--- src/design/tpu_pkg.sv ---
package tpu_pkg;

  //////////////////////////////////////////////////////////////////////////////
  // sizes
  //////////////////////////////////////////////////////////////////////////////

  // rows and lanes per matrix
  localparam int mat_size   = 4;
  localparam int data_w     = 8;
  // one memory word carries one matrix row, lane 0 in the low byte
  localparam int row_w      = mat_size * data_w;
  localparam int acc_w      = 20;
  localparam int addr_w     = 6;
  localparam int ram_depth  = 1 << addr_w;
  localparam int stride_w   = 4;
  localparam int reg_addr_w = 8;
  localparam int reg_data_w = 32;

  // normalization operands
  localparam int mean_w     = 16;
  localparam int inv_var_w  = 8;
  localparam int norm_shift = 4;

  // signed 8-bit output range
  localparam int sat_max    = 127;
  localparam int sat_min    = -128;

  //////////////////////////////////////////////////////////////////////////////
  // register offsets
  //////////////////////////////////////////////////////////////////////////////

  localparam logic [reg_addr_w-1:0] reg_ctrl    = 8'h00;
  localparam logic [reg_addr_w-1:0] reg_status  = 8'h04;
  localparam logic [reg_addr_w-1:0] reg_addr_a  = 8'h08;
  localparam logic [reg_addr_w-1:0] reg_addr_b  = 8'h0C;
  localparam logic [reg_addr_w-1:0] reg_addr_c  = 8'h10;
  localparam logic [reg_addr_w-1:0] reg_stride  = 8'h14;
  localparam logic [reg_addr_w-1:0] reg_mean    = 8'h18;
  localparam logic [reg_addr_w-1:0] reg_inv_var = 8'h1C;

  // engine configuration as held by the register block
  typedef struct packed {
    logic [addr_w-1:0]          addr_a;
    logic [addr_w-1:0]          addr_b;
    logic [addr_w-1:0]          addr_c;
    logic [stride_w-1:0]        stride_a;
    logic [stride_w-1:0]        stride_b;
    logic [stride_w-1:0]        stride_c;
    logic signed [mean_w-1:0]   mean;
    logic [inv_var_w-1:0]       inv_var;
    logic                       enable_norm;
    logic                       enable_relu;
  } cfg_t;

  // one finished row of accumulators, valid for a single cycle
  typedef struct packed {
    logic                             valid;
    logic [mat_size-1:0][acc_w-1:0]   lane;
  } acc_row_t;

endpackage

--- src/design/tpu_matmul.sv ---
`timescale 1ns/1ps

module tpu_matmul (
  input  logic                        clk,
  input  logic                        reset,
  input  tpu_pkg::cfg_t               cfg,
  input  logic                        row_start,
  input  logic [1:0]                  row_index,
  input  logic                        busy,
  input  logic [tpu_pkg::row_w-1:0]   a_rdata,
  input  logic [tpu_pkg::row_w-1:0]   b_rdata,
  output logic [tpu_pkg::addr_w-1:0]  a_raddr,
  output logic [tpu_pkg::addr_w-1:0]  b_addr,
  output tpu_pkg::acc_row_t           acc_row
);
  import tpu_pkg::*;

  logic [1:0]                 k_cnt;
  logic                       issue;
  logic                       rd_live;
  logic                       rd_first;
  logic [1:0]                 rd_k;
  logic [row_w-1:0]           a_hold;
  logic [row_w-1:0]           a_cur;
  logic signed [data_w-1:0]   a_elem;
  logic signed [2*data_w-1:0] prod     [mat_size];
  logic signed [acc_w-1:0]    acc_q    [mat_size];
  logic signed [acc_w-1:0]    acc_next [mat_size];
  logic                       valid_q;

  //////////////////////////////////////////////////////////////////////////////
  // read issue
  //////////////////////////////////////////////////////////////////////////////

  // k runs 0..3 from row_start, b row k read in cycle k
  assign issue   = row_start || (k_cnt != 2'd0);
  // a row address only matters in cycle 0
  assign a_raddr = cfg.addr_a + addr_w'(row_index) * addr_w'(cfg.stride_a);
  assign b_addr  = cfg.addr_b + addr_w'(k_cnt) * addr_w'(cfg.stride_b);

  always_ff @(posedge clk) begin
    if (reset) begin
      k_cnt <= '0;
    end else if (!busy && !row_start) begin
      // idle engine keeps the step count parked
      k_cnt <= '0;
    end else if (issue) begin
      k_cnt <= k_cnt + 2'd1;
    end
  end

  //////////////////////////////////////////////////////////////////////////////
  // multiply-accumulate, one cycle behind the reads
  //////////////////////////////////////////////////////////////////////////////

  always_ff @(posedge clk) begin
    if (reset) begin
      rd_live  <= 1'b0;
      rd_first <= 1'b0;
      valid_q  <= 1'b0;
    end else begin
      rd_live  <= issue;
      rd_first <= row_start;
      // fourth product goes in this edge
      valid_q  <= rd_live && (rd_k == 2'd3);
    end
  end

  // a row arrives only once, alongside b row 0
  assign a_cur  = rd_first ? a_rdata : a_hold;
  assign a_elem = $signed(a_cur[rd_k*data_w +: data_w]);

  always_comb begin
    for (int j = 0; j < mat_size; j++) begin
      prod[j] = a_elem * $signed(b_rdata[j*data_w +: data_w]);
      // k = 0 starts a fresh sum
      acc_next[j] = (rd_k == 2'd0) ? acc_w'(prod[j]) : acc_q[j] + prod[j];
    end
  end

  always_ff @(posedge clk) begin
    rd_k <= k_cnt;
    if (rd_first) begin
      a_hold <= a_rdata;
    end
    if (rd_live) begin
      acc_q <= acc_next;
    end
  end

  // sums hold through the valid cycle, the next row clears them a cycle later
  always_comb begin
    acc_row.valid = valid_q;
    for (int j = 0; j < mat_size; j++) begin
      acc_row.lane[j] = acc_q[j];
    end
  end

endmodule

--- config.mk ---
export PLATFORM = sky130hd
export DESIGN_NAME = tpu_matmul
export DESIGN_NICKNAME = d
export VERILOG_FILES = /design/src/design/tpu_pkg.sv /design/src/design/tpu_matmul.sv
export SDC_FILE = /design/constraint.sdc
export NUM_CORES = 1
export LEC_CHECK = 0
export BUFFER_PORTS_ARGS = -buffer_cell sky130_fd_sc_hd__buf_4
export CORE_ASPECT_RATIO = 0.8
export CORE_MARGIN = 5
export CORE_UTILIZATION = 29
export DETAILED_ROUTE_END_ITERATION = 8
export GPL_ROUTABILITY_DRIVEN = 0
export HOLD_SLACK_MARGIN = 0.12
export SLEW_MARGIN = 10
export SYNTH_ARGS = -nofsm -noshare
export SYNTH_HDL_FRONTEND = slang
export SYNTH_SLANG_ARGS = --single-unit
--- constraint.sdc ---
create_clock -name clk -period 8.13 [get_ports clk]
set_input_delay 0 -clock clk [delete_from_list [all_inputs] [get_ports clk]]
set_output_delay 0 -clock clk [all_outputs]
set_load 0.005 [all_outputs]
### Word level (Yosys, flattened, before mapping)

Cells that the tools add are included.

* word-level logic and storage cells: 38
* register bits: 119
* output and inout bits: 93
* input port bits: 126

* multiplexer cells: 5
* $mul: 6
* shift-type cells: 1
* equality and inequality tests: 1
* reductions and logical operators: 8
* $add $sub $neg: 7

Operators with widths (number)
* adder 20 x 16 -> 20 bit: 4
* two-way mux 20 bit: 4
* multiplier 8 x 8 -> 16 bit: 4
* two-way mux 32 bit: 1
* variable part select 32 x 6 -> 8 bit: 1
* adder 6 bit: 2
* multiplier 2 x 4 -> 6 bit: 2
* adder 2 x 1 -> 2 bit, second input constant: 1
* == test 2 bit, second input constant: 1
* logical AND 1 bit: 2
* logical NOT 1 bit: 2
* logical NOT 2 bit: 1
* nonzero test 2 bit: 1
* OR reduction 2 bit: 1
* logical OR 1 bit: 1

### Longest topological paths before layout

Gate-level depths: netlist (run 1).

* depth in word-level cells: 5
* mapped depth: 34
* depth with buffers taken out: 30

### Worst setup path before layout (run 1)

No wires, ideal clock.

* path type: register to register
* start point: register rd_first
* end point: register acc_q (netlist bit acc_row[19]) (data pin)
* arrival time: 7.169 ns
* period minus slack after synthesis: 7.308 ns
* setup time: 0.139 ns
* buffers on the path: 3
* setup slack: 0.822 ns
* data required time: 7.991 ns
* cell stages (with the launch flop): 31
* path through: dfxtp_1 > buf_6 > buf_2 > mux2_2 > mux2i_1 > nor2_1 > a21oi_1 > clkbuf_1 > nor2b_1 > fa_1 > inv_1 > fa_1 > inv_1 > fa_1 > inv_1 > fa_1 > inv_1 > ha_1 > o21ai_0 > nor2_1 > o41ai_1 > o21ai_0 > xnor2_2 > inv_1 > ha_1 > a21o_1 > a21o_1 > a21oi_1 > or3b_2 > a21oi_1 > nand4b_1

RTL lines
* start: declaration: line tpu_matmul.sv:21 `logic rd_first;`
* start signal: assignment: line tpu_matmul.sv:63 `rd_first <= row_start;`
* end signal: assignment: line tpu_matmul.sv:87 `acc_q <= acc_next;`
* end: declaration: line tpu_matmul.sv:27 `logic signed [acc_w-1:0] acc_q [mat_size];`

==> metrics.md, run 1 <==
| Metric | Value |
|---|---|
| Die footprint | slightly above 70,000 um2 |
| CP bufs+invs | 7 |
| Root Driver | clkbuf_16 |
| Number of remaining DRC errors | 0 |
| CTS HTree Levels | 4 |
| Critical Path Sink Type | flip-flop |
| Layout cell share with drive strength beyond 1 | 0.141 |
| Ys async rst share | 0 |
| Post-DP HPWL | roughly 40,000 um |
| Fraction of the mapped netlist area in adder cells | 0.389 |
| Place WS | 0.315 ns |
| Final core occ | 0.351 |
| Register bit total from synthesis | ~120 |
| Worst-Margin Slew | 0.716 ns |
| Crit path DAT | 7.93 ns |
| Via count | ~15,000 |
| First-pass GRT wire length | between 70,000 and 80,000 um |
| Max Freq | 0.130 GHz |
| Vias in the first global route | 15,400 |
| Total iterations of the first detailed-routing run | 5 |
| IO Pins | 219 |
| WL/cell | 15.4 um |
| Number of core rows | 83 |
| Mapped Cells | around 2,000 |
| Critical path type | flip-flop to flip-flop |
| Final ANT Viol Nets | 0 |
| Num CTS Buffers | 17 |
| Most used DFF post-synth | edfxtp_1 |
| Post-synthesis simple-gate area fraction | 0.143 |
| Synth Warn # | 0 |
| Max Root-Sink Buffers | 2 |
| DR vias/cell | 4.62 |
| Max stage delay cell, worst path | fa_1 |
| CP Launch Type | flip-flop |
| Portion of netlist area occupied by mux cells | 0.0359 |
| Fillers | 6,545 |
| Die H | ~240 um |
| WHS | 0.172 ns |
| R2r setup slk | 0.41 ns |
| P&R area growth vs syn | 19.6% |
| Clock-pin slew on the worst setup and hold paths | 0.06 ns |
| Syn Nets | 2,612 |
| Post-Syn Area | 18,900 um2 |
| Most common cell in the netlist | inv_1 |
| Max_slew headroom | 0.522 |
| Placeable Area | 64,400 um2 |
| Clock Skew | 0.0204 ns |
| Antenna violations before repair | 3 |
| Synth cell count leaders | 380 x inv_1, 232 x fa_1, 217 x ha_1 |
| I/O Buffers | 182 |
| Synth area leader | fa_1 |
| HP Class | input port to flip-flop |
| Initial drt markers | 662 |
| Synth Area in XOR/XNOR | 0.0629 |
| Number of flops mapped to enable cells by yosys | 80 |
| Grt total ovfl | 0 |
| Outcome | completed |
| CTS tree | built |
| Count of final hold-check violations | 0 |
| Worst path required time | about 8.3 ns |
| Pin count of the biggest net entering global routing | 47 |
| Netlist cell types | 66 |
| Setup TNS | 0 ns |
| Crit-path max FO | 20 |
| Clk_lat worst skew | 0.49 ns |
| Area of the multi-input gates | approximately 14,000 um2 |
| Post-route clock period utilization | 0.949 |
| Compound-cell area share of the yosys netlist | 0.115 |
| Final setup violation count | 0 |
| Main combinational cell family by area after synthesis | adder cells |
| Mean Syn Cell Area | 9.29 um2 |
| Nets | between 2,000 and 3,000 |
| RSZ-0062 raised after global routing | yes |
| Post-synthesis sequential area ratio | 0.168 |
| Max-slew violations | 0 |
| Top post-synthesis cells by area | fa_1 25%, ha_1 14%, edfxtp_1 13% |
| Final wirelength | 48,200 um |
| Initial Util | 0.294 |
| Die W | 296 um |
| FF/Latch Area | 3190 um2 |
| Final period demand of the worst path | 7.72 ns |
| Max-cap violations | 0 |
| Crit path largest cell delay | 0.55 ns |
| CTS sink count | 119 |
| Gr usage total | 0.139 |
| Final WS setup | 0.411 ns |
| Post-synth top area share | 0.246 |
| CP top delay family | adder cells |
through the flow:
stage / area, um2 / instances
after global routing: 22600 / 3137
final: 22600 / 3139
after global placement: 21600 / 3058
after CTS: 22500 / 3132
after detailed placement: 21600 / 3058
after floorplan: 18900 / 2037
worst paths after layout:
check	startpoint	endpoint	cells after the start
setup / recovery	rd_first$_SDFF_PP0_	acc_row[79]$_DFFE_PP_	30
hold / removal	b_rdata[25]	acc_row[61]$_DFFE_PP_	5
setup reg to reg	rd_first$_SDFF_PP0_	acc_row[79]$_DFFE_PP_	30
hold reg to reg	k_cnt[1]$_SDFFE_PP0P_	rd_k[1]$_DFF_P_	0
final cells by class:
cell class | instances | share of cell area
Multi-Input combinational cell | 1490 | 0.628
Sequential cell | 119 | 0.141
Timing Repair Buffer | 265 | 0.0966
Inverter | 380 | 0.0630
Tap cell | 850 | 0.0470
Clock buffer | 20 | 0.0195
Clock inverter | 12 | 0.00442
Antenna cell | 3 | 0.000332
cell usage in the layout, fill, tap and decap left out, types with 62 or more instances in the layout:
cell / count
ha_1: 217
o21ai_0: 66
nand2_1: 95
nor2b_1: 158
a21oi_1: 100
xnor2_1: 93
edfxtp_1: 80
a21o_1: 62
inv_1: 379
fa_1: 232
nor2_1: 78
buf_4: 215
tightest hold or removal path: stages:
cell and delay [ns]:
buf_4 0.12, nor2b_1 0.13, ha_1 0.18, nand2_1 0.06
nand2_1 0.05
cells by family after synthesis:
family | count (synthesis)
AOI/OAI and AO/OA | 344
and+or+nand+nor | 500
DFF | 119
buffers and inverters | 428
adders and majority gates | 449
xor gates and xnor gates | 135
muxes | 62
per-layer routing:
metal	global-route usage	part of all wire	wire, um	vias to the layer above
met3	0.0311	0.048	2300	52
met1	0.186	0.47	22500	7118
met4	0.0401	0.017	816	0
li1	-	-	-	7090
met2	0.229	0.47	22700	250
met5	0	0	0	-
repair_timing:
item,in CTS,in global routing
resized for setup,0,5
endpoints found under the setup margin,0,7
hold buffers,42,0
buffers inserted,0,4
endpoints found under the hold margin,41,0
state kept, by name (all words and copies together), names as in the netlist:
register	count
valid_q	1
rd_first	1
a_hold	32
rd_live	1
k_cnt	2
acc_row	80
rd_k	2
Power of run 1 is left out: the tool's default activity adds up to more than one toggle a clock period on the data nets, which glitch-free logic cannot reach.
==> inputs of run 2 (changes only) <==
ABC_AREA = 1   (was not set)
==> run 2 against run 1 <==
- die area up 7.2%
- global-route usage grew 0.71 points
- maximum frequency rose by 9.7%
- non-clock buffer count shrank 33
- synthesized area up 7.4%
- synthesized cell count is 36% higher
- first-iteration DRC count rose by 25%
- design area grew 4.5%
- register-to-register slack better by 0.68 ns
- highest routed layer unchanged
==> metrics.md, run 2 <==
| Metric | Value |
|---|---|
| Vias in the first global route | 16,900 |
| IO Pins | 219 |
| DR vias/cell | 4.38 |
| CP bufs+invs | 8 |
| HP Start | b_rdata[16] |
| Most common cell in the netlist | nand2_1 |
| Max_slew headroom | 0.344 |
| Cell mode on critical path | inv_1 |
| Die W | just over 300 um |
| Final wirelength | 54,300 um |
| Post-route clock period utilization | 0.866 |
| Leading cell type in the layout, fill and taps excluded | nand2_1 |
| Worst path required time | between 8 and 9 ns |
| P&R area growth vs syn | 16.3% |
| Worst-Margin Slew | 0.983 ns |
| Synth Warn # | 0 |
| Die footprint | 75,500 um2 |
| Crit path DAT | around 7.3 ns |
| Main combinational cell family by area after synthesis | adder cells |
| Count of final hold-check violations | 0 |
| Met1 Use GR | 0.214 |
| Worst reg-to-reg path cell count | 32 |
| Worst Hold Path EP | acc_row[40]$_DFFE_PP_ |
| Syn Nets | 3,352 |
| Compound-cell area share of the yosys netlist | 0.0718 |
| Post-DP HPWL | 44,500 um |
| Post-Syn Area | 20,300 um2 |
| Crit path largest cell delay | 0.56 ns |
| Final ANT Viol Nets | 0 |
| Post-synthesis simple-gate area fraction | 0.257 |
| I/O Buffers | 182 |
| Setup TNS | 0 ns |
| Top post-synthesis cells by area | fa_1 23%, ha_1 13%, nand2_1 13% |
| Clk_lat worst skew | 0.48 ns |
| Max reg flops | 80 |
| Post-synthesis sequential area ratio | 0.157 |
| Initial Util | 0.294 |
| Placed cell areas | approximately 23,000 um2 |
| WL/cell | between 10 and 15 um |
| Mapped Cells | 2,777 |
| Resize count post-CTS | 0 |
| CTS HTree Levels | 4 |
| Via count | 17,200 |
| Die H | 247 um |
| Post-synth top area share | 0.229 |
| WHS | 0.190 ns |
| Most frequent cells in the layout | 710 x nand2_1, 572 x inv_1, 296 x nor2_1, 232 x fa_1, 217 x ha_1 |
| R2r setup slk | 1.09 ns |
| Fraction of the mapped netlist area in adder cells | 0.362 |
| Portion of netlist area occupied by mux cells | 0 |
| Placed Cells | roughly 3,900 |
| CP top delay family | adder cells |
| Root Driver | clkbuf_16 |
| Critical path type | flip-flop to flip-flop |
| Mean Syn Cell Area | 7.32 um2 |
| Max-cap violations | 0 |
| Max Freq | around 0.14 GHz |
| Crit-path max FO | 32 |
| Number of flops mapped to enable cells by yosys | 80 |
| RSZ-0062 raised after global routing | no |
| Met2 GRT Util | 0.226 |
| Placeable Area | 69,200 um2 |
| Register bit total from synthesis | 119 |
| Finished Layout Cells | 3,926 |
| Clock Skew | 0.0151 ns |
| Antenna violations before repair | 5 |
| First-pass GRT wire length | 89,700 um |
| Number of core rows | 86 |
| Synth Area in XOR/XNOR | 0.0297 |
| Clock-pin slew on the worst setup and hold paths | 0.07 ns |
| Synth area leader | fa_1 |
| Max stage delay cell, worst path | nor2_2 |
| Layout cell share with drive strength beyond 1 | 0.0985 |
| CTS tree | built |
| Critical Path Sink Type | flip-flop |
| Netlist cell types | 43 |
| Synth cell count leaders | 710 x nand2_1, 572 x inv_1, 296 x nor2_1 |
| Num CTS Buffers | 17 |
| Most used DFF post-synth | edfxtp_1 |
| Gr usage total | 0.147 |
| Initial drt markers | roughly 830 |
| Pin count of the biggest net entering global routing | 78 |
| CTS sink count | approximately 120 |
| Fillers | around 7,400 |
| Outcome | completed |
| Max Root-Sink Buffers | 2 |
| Number of remaining DRC errors | 0 |
| Hold path depth | 5 |
| Total iterations of the first detailed-routing run | 5 |
| Ys async rst share | 0 |
| Grt total ovfl | 0 |
| Gr busiest metal | met2 |
| Nets | around 3,600 |
| HP Class | input port to flip-flop |
| Reg2reg end | acc_row[58]$_DFFE_PP_ |
| Final instance area | 23,600 um2 |
| CP Launch Type | flip-flop |
| Max-slew violations | 0 |
| Grt met3 use | 0.0253 |
| Worst R2R Start | rd_first$_SDFF_PP0_ |
| Final setup violation count | 0 |
| Final period demand of the worst path | 7.04 ns |
[run 2: changes by cell type after synthesis, sizes merged, moves of 27 or more]
cell	change
nand2	+615
nor2	+246
inv	+210
nor2b	-157
nand3	+104
xnor2	-65
a21o	-55
nand2b	-51
mux2	-47
and2	-41
nand4	+31
clkbuf	-30
buf	+27
[run 2: layout make-up]
cell class,count,area (um2),area share
antenna,6,15.0,0.000635
clock inverter,13,155,0.00656
multi-input combinational,2023,14600,0.619
sequential,119,3190,0.135
timing repair buffer,232,1840,0.0777
clock buffer,19,433,0.0183
tap,924,1160,0.0489
inverter,590,2220,0.0938
[run 2: what timing repair did]
action / 4_1_cts / 5_1_grt
buffers inserted: 0 / 0
setup endpoints to repair: 0 / 0
endpoints found under the hold margin: 39 / 0
hold buffers: 38 / 0
[run 2: metal layers]
metal  vias to the layer above  routed length (um)
met5                         -                   0
met4                         0                 740
met3                        36                2380
met2                       262               23300
met1                      7932               27900
li1                       8985                   -
[run 2: per-stage QoR]
step,utilization,setup WS [ns]
4_1_cts,0.341,0.996
2_1_floorplan,-,2.12
3_5_place_dp,0.327,1.02
3_3_place_gp,0.327,1.07
6_report,0.342,1.09
5_1_grt,0.341,0.435
[run 2: worst max-delay path by stage]
stage                             start               endpoint  slack [ns]  cells past startpoint
finish              rd_first$_SDFF_PP0_  acc_row[58]$_DFFE_PP_        1.09                     32
global route        rd_first$_SDFF_PP0_  acc_row[19]$_DFFE_PP_        0.44                     33
CTS                 rd_first$_SDFF_PP0_  acc_row[18]$_DFFE_PP_         1.0                     33
detailed placement  rd_first$_SDFF_PP0_  acc_row[18]$_DFFE_PP_        1.02                     33
global placement    rd_first$_SDFF_PP0_  acc_row[18]$_DFFE_PP_        1.07                     33
floorplan               rd_k[0]$_DFF_P_  acc_row[39]$_DFFE_PP_        2.12                     35
[run 2: tightest hold or removal path: stages]
cell and delay [ns]:
buf_4 0.07, inv_1 0.18, nor2_4 0.19, nand2_1 0.06, nand2_1 0.05
[run 2: cell families (layout without fill, tap and decap cells)]
kind of cell,Yosys count,after routing
flops,119,119
simple gates,1243,1243
fa+ha+maj,449,449
xor+xnor,69,69
compound gates,262,262
buf+inv,635,854
other cells,0,6
Power of run 2 is left out for the same reason.
